## src/ss_pkg.sv

```systemverilog
package ss_pkg;

  // Bus widths
  localparam int SS_DATA_W   = 32;
  localparam int SS_ADDR_W   = 8;
  localparam int SS_REGION_W = 2;
  localparam int SS_OFFSET_W = SS_ADDR_W - SS_REGION_W;

  // One save-state address, seen as a counter or as bank select
  typedef union packed {
    logic [SS_ADDR_W-1:0] flat;
    struct packed {
      logic [SS_REGION_W-1:0] region;
      logic [SS_OFFSET_W-1:0] offset;
    } split;
  } ss_addr_u;

  // Bridge register window
  localparam logic [31:0] SS_REG_CMD       = 32'd0;
  localparam logic [31:0] SS_REG_STATUS    = 32'd4;
  localparam logic [31:0] SS_REG_SAVE_DATA = 32'd8;
  localparam logic [31:0] SS_REG_LOAD_DATA = 32'd12;

  // Command register bits
  localparam int SS_CMD_SAVE_BIT = 0;
  localparam int SS_CMD_LOAD_BIT = 1;

  // Status register bits
  localparam int SS_ST_SAVE_ACK  = 0;
  localparam int SS_ST_SAVE_BUSY = 1;
  localparam int SS_ST_SAVE_OK   = 2;
  localparam int SS_ST_SAVE_ERR  = 3;
  localparam int SS_ST_LOAD_ACK  = 4;
  localparam int SS_ST_LOAD_BUSY = 5;
  localparam int SS_ST_LOAD_OK   = 6;
  localparam int SS_ST_LOAD_ERR  = 7;

endpackage

```

## src/ss_bus_arbiter.sv

```systemverilog
module ss_bus_arbiter (
  input  logic                         clk_sys,
  input  logic                         rst_n,
  input  logic                         save_req,
  input  logic                         load_req,
  output logic                         save_gnt,
  output logic                         load_gnt,
  input  logic [ss_pkg::SS_ADDR_W-1:0] save_addr,
  input  logic [ss_pkg::SS_ADDR_W-1:0] load_addr,
  input  logic [ss_pkg::SS_DATA_W-1:0] load_wdata,
  input  logic                         load_wren,
  input  logic                         ss_ready,
  output logic                         save_ready,
  output logic                         load_ready,
  output logic [ss_pkg::SS_ADDR_W-1:0] bus_addr,
  output logic [ss_pkg::SS_DATA_W-1:0] bus_wdata,
  output logic                         bus_wren,
  output logic                         ss_halt
);

  // Grant is held for the whole session, save first on a tie
  always_ff @(posedge clk_sys or negedge rst_n) begin
    if (!rst_n) begin
      save_gnt <= 1'b0;
      load_gnt <= 1'b0;
    end else if (save_gnt) begin
      save_gnt <= save_req;
    end else if (load_gnt) begin
      load_gnt <= load_req;
    end else if (save_req) begin
      save_gnt <= 1'b1;
    end else if (load_req) begin
      load_gnt <= 1'b1;
    end
  end

  assign ss_halt    = save_gnt || load_gnt;
  assign save_ready = save_gnt && ss_ready;
  assign load_ready = load_gnt && ss_ready;

  // Save only reads, so writes come from the load side alone
  assign bus_addr  = load_gnt ? load_addr : save_addr;
  assign bus_wdata = load_gnt ? load_wdata : '0;
  assign bus_wren  = load_gnt && load_wren;

endmodule

```

## config.mk

```make
export PLATFORM = sky130hd
export DESIGN_NAME = ss_bus_arbiter
export DESIGN_NICKNAME = d
export VERILOG_FILES = /design/src/ss_pkg.sv /design/src/ss_bus_arbiter.sv
export SDC_FILE = /design/constraint.sdc
export NUM_CORES = 1
export LEC_CHECK = 0
export ABC_AREA = 1
export BUFFER_PORTS_ARGS = -buffer_cell sky130_fd_sc_hd__buf_4
export CAP_MARGIN = 40
export CORE_MARGIN = 3
export CORE_UTILIZATION = 24
export CTS_CLUSTER_DIAMETER = 40
export CTS_CLUSTER_SIZE = 24
export DETAILED_ROUTE_END_ITERATION = 8
export MAX_ROUTING_LAYER = met4
export PLACE_DENSITY = 0.8
export SYNTH_ARGS = -nofsm -noshare
export SYNTH_HDL_FRONTEND = slang
export SYNTH_SLANG_ARGS = --single-unit
```

## constraint.sdc

```tcl
create_clock -name clk_sys -period 0.8 [get_ports clk_sys]
set_input_delay 0.04 -clock clk_sys [delete_from_list [all_inputs] [get_ports clk_sys]]
set_output_delay 0.04 -clock clk_sys [all_outputs]
set_load 0.005 [all_outputs]
```

==> results of run 1 <==
## sequential cells by signal, summed over array words and instances, names as in the netlist
register and flops:
load_gnt 1, save_gnt 1
## per-layer routing
layer	global-route usage, %	vias to the layer above
met5	-	-
met4	11.79	0
met3	4.082	4
met2	31.55	53
met1	15.73	372
li1	-	493
## cell type report
| class | count | area share [%] |
|---|---|---|
| repair buffers | 104 | 62.32 |
| well taps | 25 | 2.379 |
| clock buffers | 3 | 1.713 |
| inverters | 37 | 10.56 |
| multi-input cells | 65 | 19.12 |
| flip-flops and latches | 2 | 3.901 |
## power by group
part	total (uW)	switching, uW	internal (uW)
clock	233	67.2	166
sequential	141	24.1	117
combinational	1080	428	654
total	1460	519	938
## cells in the mapped netlist
master	n	share of area (%)
sky130_fd_sc_hd__nand2_1	60	46
sky130_fd_sc_hd__inv_2	1	0.76
sky130_fd_sc_hd__inv_1	36	27
sky130_fd_sc_hd__dfrtp_1	2	10
sky130_fd_sc_hd__buf_6	5	11
sky130_fd_sc_hd__a21boi_0	1	1.5
sky130_fd_sc_hd__nor2_1	4	3.0
## worst register-to-register path: stages, from the launching register on
cell and delay (ps):
sky130_fd_sc_hd__dfrtp_2 440, sky130_fd_sc_hd__buf_12 170, sky130_fd_sc_hd__nor2_1 100, sky130_fd_sc_hd__nor2_1 40
## cells by family (layout without fill, tap and decap cells)
logic type	after synthesis	after routing
buffers and inverters	42	144
DFF	2	2
and+or+nand+nor	64	64
AOI/OAI and AO/OA	1	1
## timing repair
action	in CTS	in global routing
hold buffers	1	0
pin swaps	1	0
resized for setup	4	2
buffers inserted	1	1
endpoints found under the setup margin	48	48
hold endpoints to repair	2	0
## through the flow
step           power (uW)  cells
4_1_cts              1470    235
5_1_grt              1583    236
6_report             1457    236
3_3_place_gp         1173    230
2_1_floorplan       555.2    109
3_5_place_dp         1196    230
## worst paths after layout
check,endpoint,cells after the start,slack [ps],start
max in group asynchronous,load_gnt,2,570,rst_n
worst max-delay path,bus_addr[5],4,-320,load_gnt
worst min-delay path,load_gnt,3,50,load_req
min in group asynchronous,load_gnt,2,130,rst_n
worst min register to register,save_gnt,2,640,save_gnt
worst max register to register,load_gnt,3,-70,load_gnt
==> impl_metrics.tcl, run 1 <==
set metrics [dict create \
    start_util_pct 26.80 \
    synth_compound_area_share_pct 1.523 \
    area.growth.synth_to_final_pct 166.8 \
    dp_hpwl_mm 1.977 \
    achievable-frequency_ghz 0.8941 \
    finalCoreUtilization_pct 71.50 \
    io-pin-count 100 \
    initialDrtViolationCount 1 \
    layout.cells.most_common "sky130_fd_sc_hd__buf_4" \
    synth-warning-count 0 \
    totalNegativeSetupSlack_ps -13190 \
    worst_hold_path_type "input pin to flop" \
    grt_setup_unrepaired "true" \
    antenna_violations_before_repair 0 \
    die_area_mm2 0.002634 \
    clock_sinks 2 \
    worstPathRequired_ps 760 \
    maxSlewHeadroom_pct 88.43 \
    grt_max_degree 27 \
    netlist_instances 109 \
    setup.worst_path.start_class "flop" \
    wire_per_inst_um 10.13 \
    violations "negative setup slack" \
    timing_worst_setup_path_type "flop to output pin" \
    cp_slowest_stage_delay_ps 440 \
    fp.dieW_um 51.32 \
    area.sequential_um2 51.30 \
    layout_min_cycle_time_ps 1118 \
    synthSimpleGateAreaFrac_pct 48.73 \
    highest_layer "met4" \
    worst_hold_slack_ps 49.49 \
    critical_path.n_buffers_inverters 2 \
    max_cap_viol_count 0 \
    ys_seq_area_share_pct 10.15 \
    finish.net_count 267 \
    design.core.area_mm2 0.001839 \
    globalRouteOverflowTotal 0 \
    synth_seq_cells 2 \
    mappedNetlistArea_um2 493.0 \
    synth_fa_ha_area_share_pct 0 \
    gp_congestion 0.7369 \
    slew_viol_final 0 \
    insertedDiodeCount 0 \
    detailed_place.area_mm2 0.001251 \
    post-route-cell-area_mm2 0.001315 \
    synth_top_family_by_area "simple AND/OR/NAND/NOR gates" \
    route.antenna.remaining_nets 0 \
    clock_skew_ps 2.178 \
    setup-violations-final 48 \
    syn_area_per_cell_um2 4.523 \
    commonest_cells_after_routing_fill_and_taps_aside "98 x sky130_fd_sc_hd__buf_4, 60 x sky130_fd_sc_hd__nand2_1, 36 x sky130_fd_sc_hd__inv_1, 4 x sky130_fd_sc_hd__nor2_1" \
    multi_input_logic_area_um2 251.5 \
    net_count_after_synthesis 163 \
    met2WireLength_mm 1.301 \
    ctsLongestPathBuffers 2 \
    numCtsBuffers 3 \
    family_with_the_most_delay_on_the_worst_path "flip-flops" \
    number_of_i_o_port_buffers 99 \
    synth.mux.area_fraction_pct 0 \
    final_hold_viol_count 0 \
    clock_tree_from_tritoncts "yes" \
    crit_path_top_delay_cell "sky130_fd_sc_hd__dfrtp_2" \
    m1WireLength_um 777 \
    timing.critical_path.cells "buf_12 -> nand2_1 -> nand2_1 -> buf_4" \
    synth_xor_xnor_area_share_pct 0 \
    layout-drive-gt1-share_pct 51.66 \
    fp-row-count 15 \
    p_leak_uw 0.001009 \
    wirelength_routed_mm 2.390 \
    power_density_mw_per_mm2 1108 \
    layout_worst_path_cycle_share_pct 139.8 \
    met3_length_um 273 \
    finalWorstSetupSlack_ps -318.5 \
    clock_tree.htree_level_count 1 \
    worst-path-max-fanout 19 \
    dieHeight_um 51.32 \
    gr-usage-all-layers_pct 17.27 \
    ir_drop_uv 687.4 \
    clock_latency_ps 230 \
    drtPass1Iterations 4 \
    detail_route.drc_violations 0 \
    detailedPlace.worstSlack_ps -122.6 \
    vias 922 \
    via_per_inst 3.907 \
    vias_in_the_first_global_route 832 \
    cts_root_buffer "sky130_fd_sc_hd__clkbuf_4" \
    worstSetupEndpointType "output pin" \
    num-fill-cells 170 \
    cts.reportedPaths.clkPinSlew_ps 30 \
    synth_cell_types 7 \
    global_route_wire_length_before_repair_mm 3.346 \
    dominant_cell_type_by_count_on_the_critical_path "sky130_fd_sc_hd__nand2_1" \
    tightest_slew_ps 173.6 \
    status "finished, violations left" \
    worstPathArrival_ps 1080 \
]
Power figures use the tool's default switching activity.
==> run 2: changes to the inputs <==
- BUFFER_PORTS_ARGS: -buffer_cell sky130_fd_sc_hd__buf_4 -> not set
- CORE_AREA: not set -> 3 3 40 42
- CORE_MARGIN: 3 -> not set
- CORE_UTILIZATION: 24 -> not set
- DIE_AREA: not set -> 0 0 43 45
- DONT_BUFFER_PORTS: not set -> 1
- PLACE_DENSITY: 0.8 -> 0.52
==> run 2 against run 1 <==
Against the previous run: the run still ends with negative setup slack left; sequential share of layout area up 5.1 points; register-to-register slack worse by 90 ps; clock power fell by 6%; setup slack better by 120 ps; cell count down 44%; critical endpoint is now load_gnt; highest routed layer is now met3.
==> impl_metrics.tcl, run 2 (synthesized netlist as in run 1, its figures left out) <==
set metrics [dict create \
    layout.cells.most_common "sky130_fd_sc_hd__nand2_1" \
    gr-usage-all-layers_pct 11.30 \
    cts.reportedPaths.clkPinSlew_ps 30 \
    wirelength_routed_mm 1.347 \
    gp_congestion 0.6396 \
    antenna_violations_before_repair 0 \
    slew_viol_final 0 \
    ir_drop_uv 1220 \
    setup-violations-final 48 \
    initialDrtViolationCount 6 \
    violations "negative setup slack" \
    clock_skew_ps 3.909 \
    wire_per_inst_um 10.28 \
    ctsLongestPathBuffers 2 \
    area.growth.synth_to_final_pct 18.78 \
    worst-path-max-fanout 23 \
    layout-drive-gt1-share_pct 14.66 \
    worst_hold_path_type "input pin to flop" \
    dp_hpwl_mm 1.127 \
    start_util_pct 38.36 \
    number_of_i_o_port_buffers 0 \
    grt_max_degree 24 \
    post-route-cell-area_um2 585.6 \
    clock_tree_from_tritoncts "yes" \
    status "finished, violations left" \
    detailed_place.area_um2 493.0 \
    reg.largest.list "load_gnt: 1 flops, save_gnt: 1 flops" \
    insertedDiodeCount 0 \
    dieHeight_um 45 \
    via_per_inst 4.527 \
    clock_latency_ps 220 \
    layout_min_cycle_time_ps 998.7 \
    global_route_wire_length_before_repair_mm 1.649 \
    p_leak_uw 0.0005273 \
    vias_in_the_first_global_route 439 \
    clockPowerShare_pct 25.0 \
    finish.net_count 172 \
    timing_worst_setup_path_type "flop to output pin" \
    vias 593 \
    cts_root_buffer "sky130_fd_sc_hd__clkbuf_4" \
    detailedPlace.worstSlack_ps -48.21 \
    worstSetupEndpointType "output pin" \
    design.core.area_mm2 0.001285 \
    detail_route.drc_violations 0 \
    achievable-frequency_ghz 1.001 \
    final_hold_viol_count 0 \
    p_switching_uw 390.4 \
    power_density_mw_per_mm2 1496 \
    globalRouteOverflowTotal 0 \
    switching_share_pct 44.56 \
    worstPathRequired_ps 760 \
    tightest_slew_ps 135.4 \
    setup.worst_path.start_class "flop" \
    seqPwrFrac_pct 16.6 \
    clock_sinks 2 \
    clock_tree.htree_level_count 1 \
    layout_worst_path_cycle_share_pct 124.8 \
    comb_power_share_pct 58.4 \
    fp-row-count 13 \
    route.antenna.remaining_nets 0 \
    die_area_mm2 0.001935 \
    finalWorstSetupSlack_ps -198.7 \
    commonest_cells_after_routing_fill_and_taps_aside "59 x sky130_fd_sc_hd__nand2_1, 33 x sky130_fd_sc_hd__inv_1, 4 x sky130_fd_sc_hd__inv_2, 4 x sky130_fd_sc_hd__nor2_1" \
    drtPass1Iterations 2 \
    fp.dieW_um 43 \
    grt_setup_unrepaired "true" \
    io-pin-count 100 \
    max_cap_viol_count 0 \
    p_int_uw 485.7 \
    maxSlewHeadroom_pct 90.96 \
    numCtsBuffers 3 \
    worstPathArrival_ps 960 \
]
-- run 2: power groups by stage --
stage | clock network [uW] | logic, uW | registers [uW]
floorplan | 0 | 426 | 130
global placement | 0 | 442 | 134
detailed placement | 0 | 447 | 136
CTS | 230 | 517 | 142
global route | 244 | 584 | 148
finish | 219 | 512 | 145
-- run 2: cell type report --
cell class                      count  area, um^2
Fill cell                         142       699.4
Multi-Input combinational cell     65       254.0
Inverter                           37       138.9
Timing Repair Buffer                9       98.84
Sequential cell                     2       52.55
Clock buffer                        3       22.52
Tap cell                           15       18.77
-- run 2: critical path, cell delays in order (launching register included) --
cell	delay (ps)
sky130_fd_sc_hd__dfrtp_2	440
sky130_fd_sc_hd__buf_12	170
sky130_fd_sc_hd__buf_4	130
-- run 2: through the flow --
stage	cells	utilization, %	power (uW)	hold slack [ps]	setup TNS, ps
after floorplan	109	-	555.2	-255.6	0
after global placement	124	38.36	576.3	-255.5	-223.6
after detailed placement	124	38.36	582.9	-255.5	-1567
after CTS	131	45.28	889.7	6.111	-8421
after global routing	131	45.57	975.8	12.48	-10190
final	131	45.57	876.1	15.12	-7964
-- run 2: timing repair --
item,CTS,global route
endpoints found under the hold margin,4,0
buffers inserted,1,0
hold buffers,3,0
endpoints found under the setup margin,48,48
pin swaps,2,0
resized for setup,9,5
-- run 2: per-layer routing --
| metal | global-route usage [%] | wire (um) | up-vias |
|---|---|---|---|
| li1 | - | - | 300 |
| met1 | 10.31 | 427 | 239 |
| met2 | 22.75 | 719 | 54 |
| met3 | 1.594 | 201 | 0 |
| met4 | 5.422 | 0 | 0 |
| met5 | - | 0 | - |
-- run 2: worst paths after layout --
| path | startpoint | end | slack, ps | cells past startpoint |
|---|---|---|---|---|
| max | load_gnt | load_gnt | -200 | 2 |
| min | save_req | load_gnt | 20 | 3 |
| max reg2reg | load_gnt | load_gnt | -160 | 4 |
| min reg2reg | save_gnt | load_gnt | 600 | 2 |
| max in group asynchronous | rst_n | save_gnt | 610 | 1 |
| min in group asynchronous | rst_n | load_gnt | 50 | 1 |
==> run 3: changes to the inputs <==
- clock period: 0.8 -> 1.3 ns (I/O delays scaled with it)
==> run 3 against run 2 <==
Against the previous run: critical endpoint is now bus_wdata[14]; clock skew decreased by 0.67 ps; non-clock buffer count decreased by 4; the flow now finishes without violations; sequential cell count unchanged; highest routed layer is now met4.
==> impl_metrics.tcl, run 3 (synthesized netlist as in run 1, its figures left out) <==
set metrics [dict create \
    status "finished, final reports clean" \
    setup.worst_path.start_class "flop" \
    gp_congestion 0.6735 \
    fp.dieW_um 43 \
    insertedDiodeCount 0 \
    slew_viol_final 0 \
    vias_in_the_first_global_route 399 \
    start_util_pct 38.36 \
    groute.layer.met3.usage_pct 1.195 \
    io-pin-count 100 \
    layout.cells.most_common "sky130_fd_sc_hd__nand2_1" \
    grt.met1_usage_pct 10.07 \
    number_of_i_o_port_buffers 0 \
    crit_path_top_delay_cell "sky130_fd_sc_hd__dfrtp_1" \
    ir_drop_uv 555.4 \
    cts.reportedPaths.clkPinSlew_ps 30 \
    finish.net_count 168 \
    grt_setup_unrepaired "false" \
    area.growth.synth_to_final_pct 6.091 \
    detail_route.drc_violations 0 \
    gr-usage-all-layers_pct 11.30 \
    grt_max_degree 24 \
    post-cts-setup-buffer-count 0 \
    worst_hold_slack_ps 16.86 \
    finalWorstSetupSlack_ps 246.1 \
    cts_root_buffer "sky130_fd_sc_hd__clkbuf_4" \
    vias 569 \
    worstSetupEndpointType "output pin" \
    design.core.area_mm2 0.001285 \
    dp_hpwl_mm 1.090 \
    initialDrtViolationCount 4 \
    timing.critical_path.cells "buf_4 -> nand2_1 -> inv_1" \
    family_with_the_most_delay_on_the_worst_path "flip-flops" \
    globalRouteOverflowTotal 0 \
    via_per_inst 4.480 \
    wirelength_routed_mm 1.276 \
    global_route_wire_length_before_repair_mm 1.538 \
    area.sequential_um2 50.05 \
    timing_worst_setup_path_type "flop to output pin" \
    resized_gates_after_cts 0 \
    wire_per_inst_um 10.05 \
    dieHeight_um 45 \
    ctsLongestPathBuffers 2 \
    layout-drive-gt1-share_pct 5.357 \
    die_area_mm2 0.001935 \
    detailed_place.area_um2 470.5 \
    commonest_cells_after_routing_fill_and_taps_aside "60 x sky130_fd_sc_hd__nand2_1, 36 x sky130_fd_sc_hd__inv_1, 4 x sky130_fd_sc_hd__nor2_1, 3 x sky130_fd_sc_hd__clkbuf_4, 3 x sky130_fd_sc_hd__dlygate4sd3_1" \
    antenna_violations_before_repair 0 \
    p_leak_uw 0.0005063 \
    max_cap_viol_count 0 \
    power_density_mw_per_mm2 913.1 \
    cp_slowest_stage_delay_ps 360 \
    numCtsBuffers 3 \
    totalNegativeSetupSlack_ps 0 \
    layout_worst_path_cycle_share_pct 81.07 \
    reg.largest.list "load_gnt: 1 flops, save_gnt: 1 flops" \
    post-route-cell-area_um2 523.0 \
    fp-row-count 13 \
    worst_hold_path_type "input pin to flop" \
    cts-hold-fix-buffers 3 \
    worst-path-max-fanout 23 \
    clock_latency_ps 220 \
    globalRouteMet2Util_pct 21.56 \
    worstPathRequired_ps 1240 \
    clock_sinks 2 \
    final_hold_viol_count 0 \
    num-fill-cells 143 \
    drtPass1Iterations 4 \
    clock_tree.htree_level_count 1 \
    peak_usage_layer_in_the_global_routing_report "met2" \
    critical_path.n_buffers_inverters 2 \
    route.antenna.remaining_nets 0 \
    setup-violations-final 0 \
    multi_input_logic_area_um2 247.7 \
    tightest_slew_ps 192.7 \
    worstPathArrival_ps 990 \
    maxSlewHeadroom_pct 87.15 \
    layout_min_cycle_time_ps 1054 \
    achievable-frequency_ghz 0.9489 \
    clock_tree_from_tritoncts "yes" \
    detailedPlace.worstSlack_ps 444.0 \
    clock_skew_ps 3.243 \
]
## run 3: cell types whose count changed in the layout (fill, tap and decap cells not counted), moves of 2 or more
cell,previous run,this run
sky130_fd_sc_hd__dfrtp_2,2,0
sky130_fd_sc_hd__inv_1,33,36
sky130_fd_sc_hd__inv_2,4,1
sky130_fd_sc_hd__dfrtp_1,0,2
## run 3: report_power, final
group / internal, uW / switching [uW]
Clock: 102 / 35.4
Sequential: 71.2 / 9.66
Combinational: 78.2 / 181
Total: 251 / 226
## run 3: per-stage QoR
stage | power, uW | instances | utilization [%]
floorplan | 341.7 | 109 | -
global placement | 335.8 | 121 | 36.61
detailed placement | 337.8 | 121 | 36.61
CTS | 489.5 | 127 | 40.70
global route | 536.7 | 127 | 40.70
finish | 477.5 | 127 | 40.70
## run 3: final timing paths
kind                            startpoint       endpoint  slack (ps)  cells past startpoint
worst max-delay path              load_gnt  bus_wdata[14]         250                      3
worst min-delay path              save_req       load_gnt          20                      3
worst max register to register    load_gnt       load_gnt         440                      3
worst min register to register    save_gnt       load_gnt         620                      2
max in group asynchronous            rst_n       save_gnt        1100                      1
min in group asynchronous            rst_n       load_gnt          70                      1
## run 3: layout make-up
| cell class | count | share of cell area (%) |
|---|---|---|
| multi-input cells | 65 | 47.37 |
| inverters | 37 | 26.55 |
| flip-flops and latches | 2 | 9.569 |
| repair buffers | 5 | 8.612 |
| clock buffers | 3 | 4.306 |
| well taps | 15 | 3.589 |
## run 3: worst register-to-register path, cell delays in order (launching register included)
cell	delay, ps
sky130_fd_sc_hd__dfrtp_1	380
sky130_fd_sc_hd__buf_4	210
sky130_fd_sc_hd__nor2_1	120
sky130_fd_sc_hd__nor2_1	40
## run 3: metal layers
layer | vias to the layer above | part of all wire [%]
li1 | 292 | -
met1 | 221 | 30
met2 | 54 | 53
met3 | 2 | 16
met4 | 0 | 0.63
met5 | - | 0
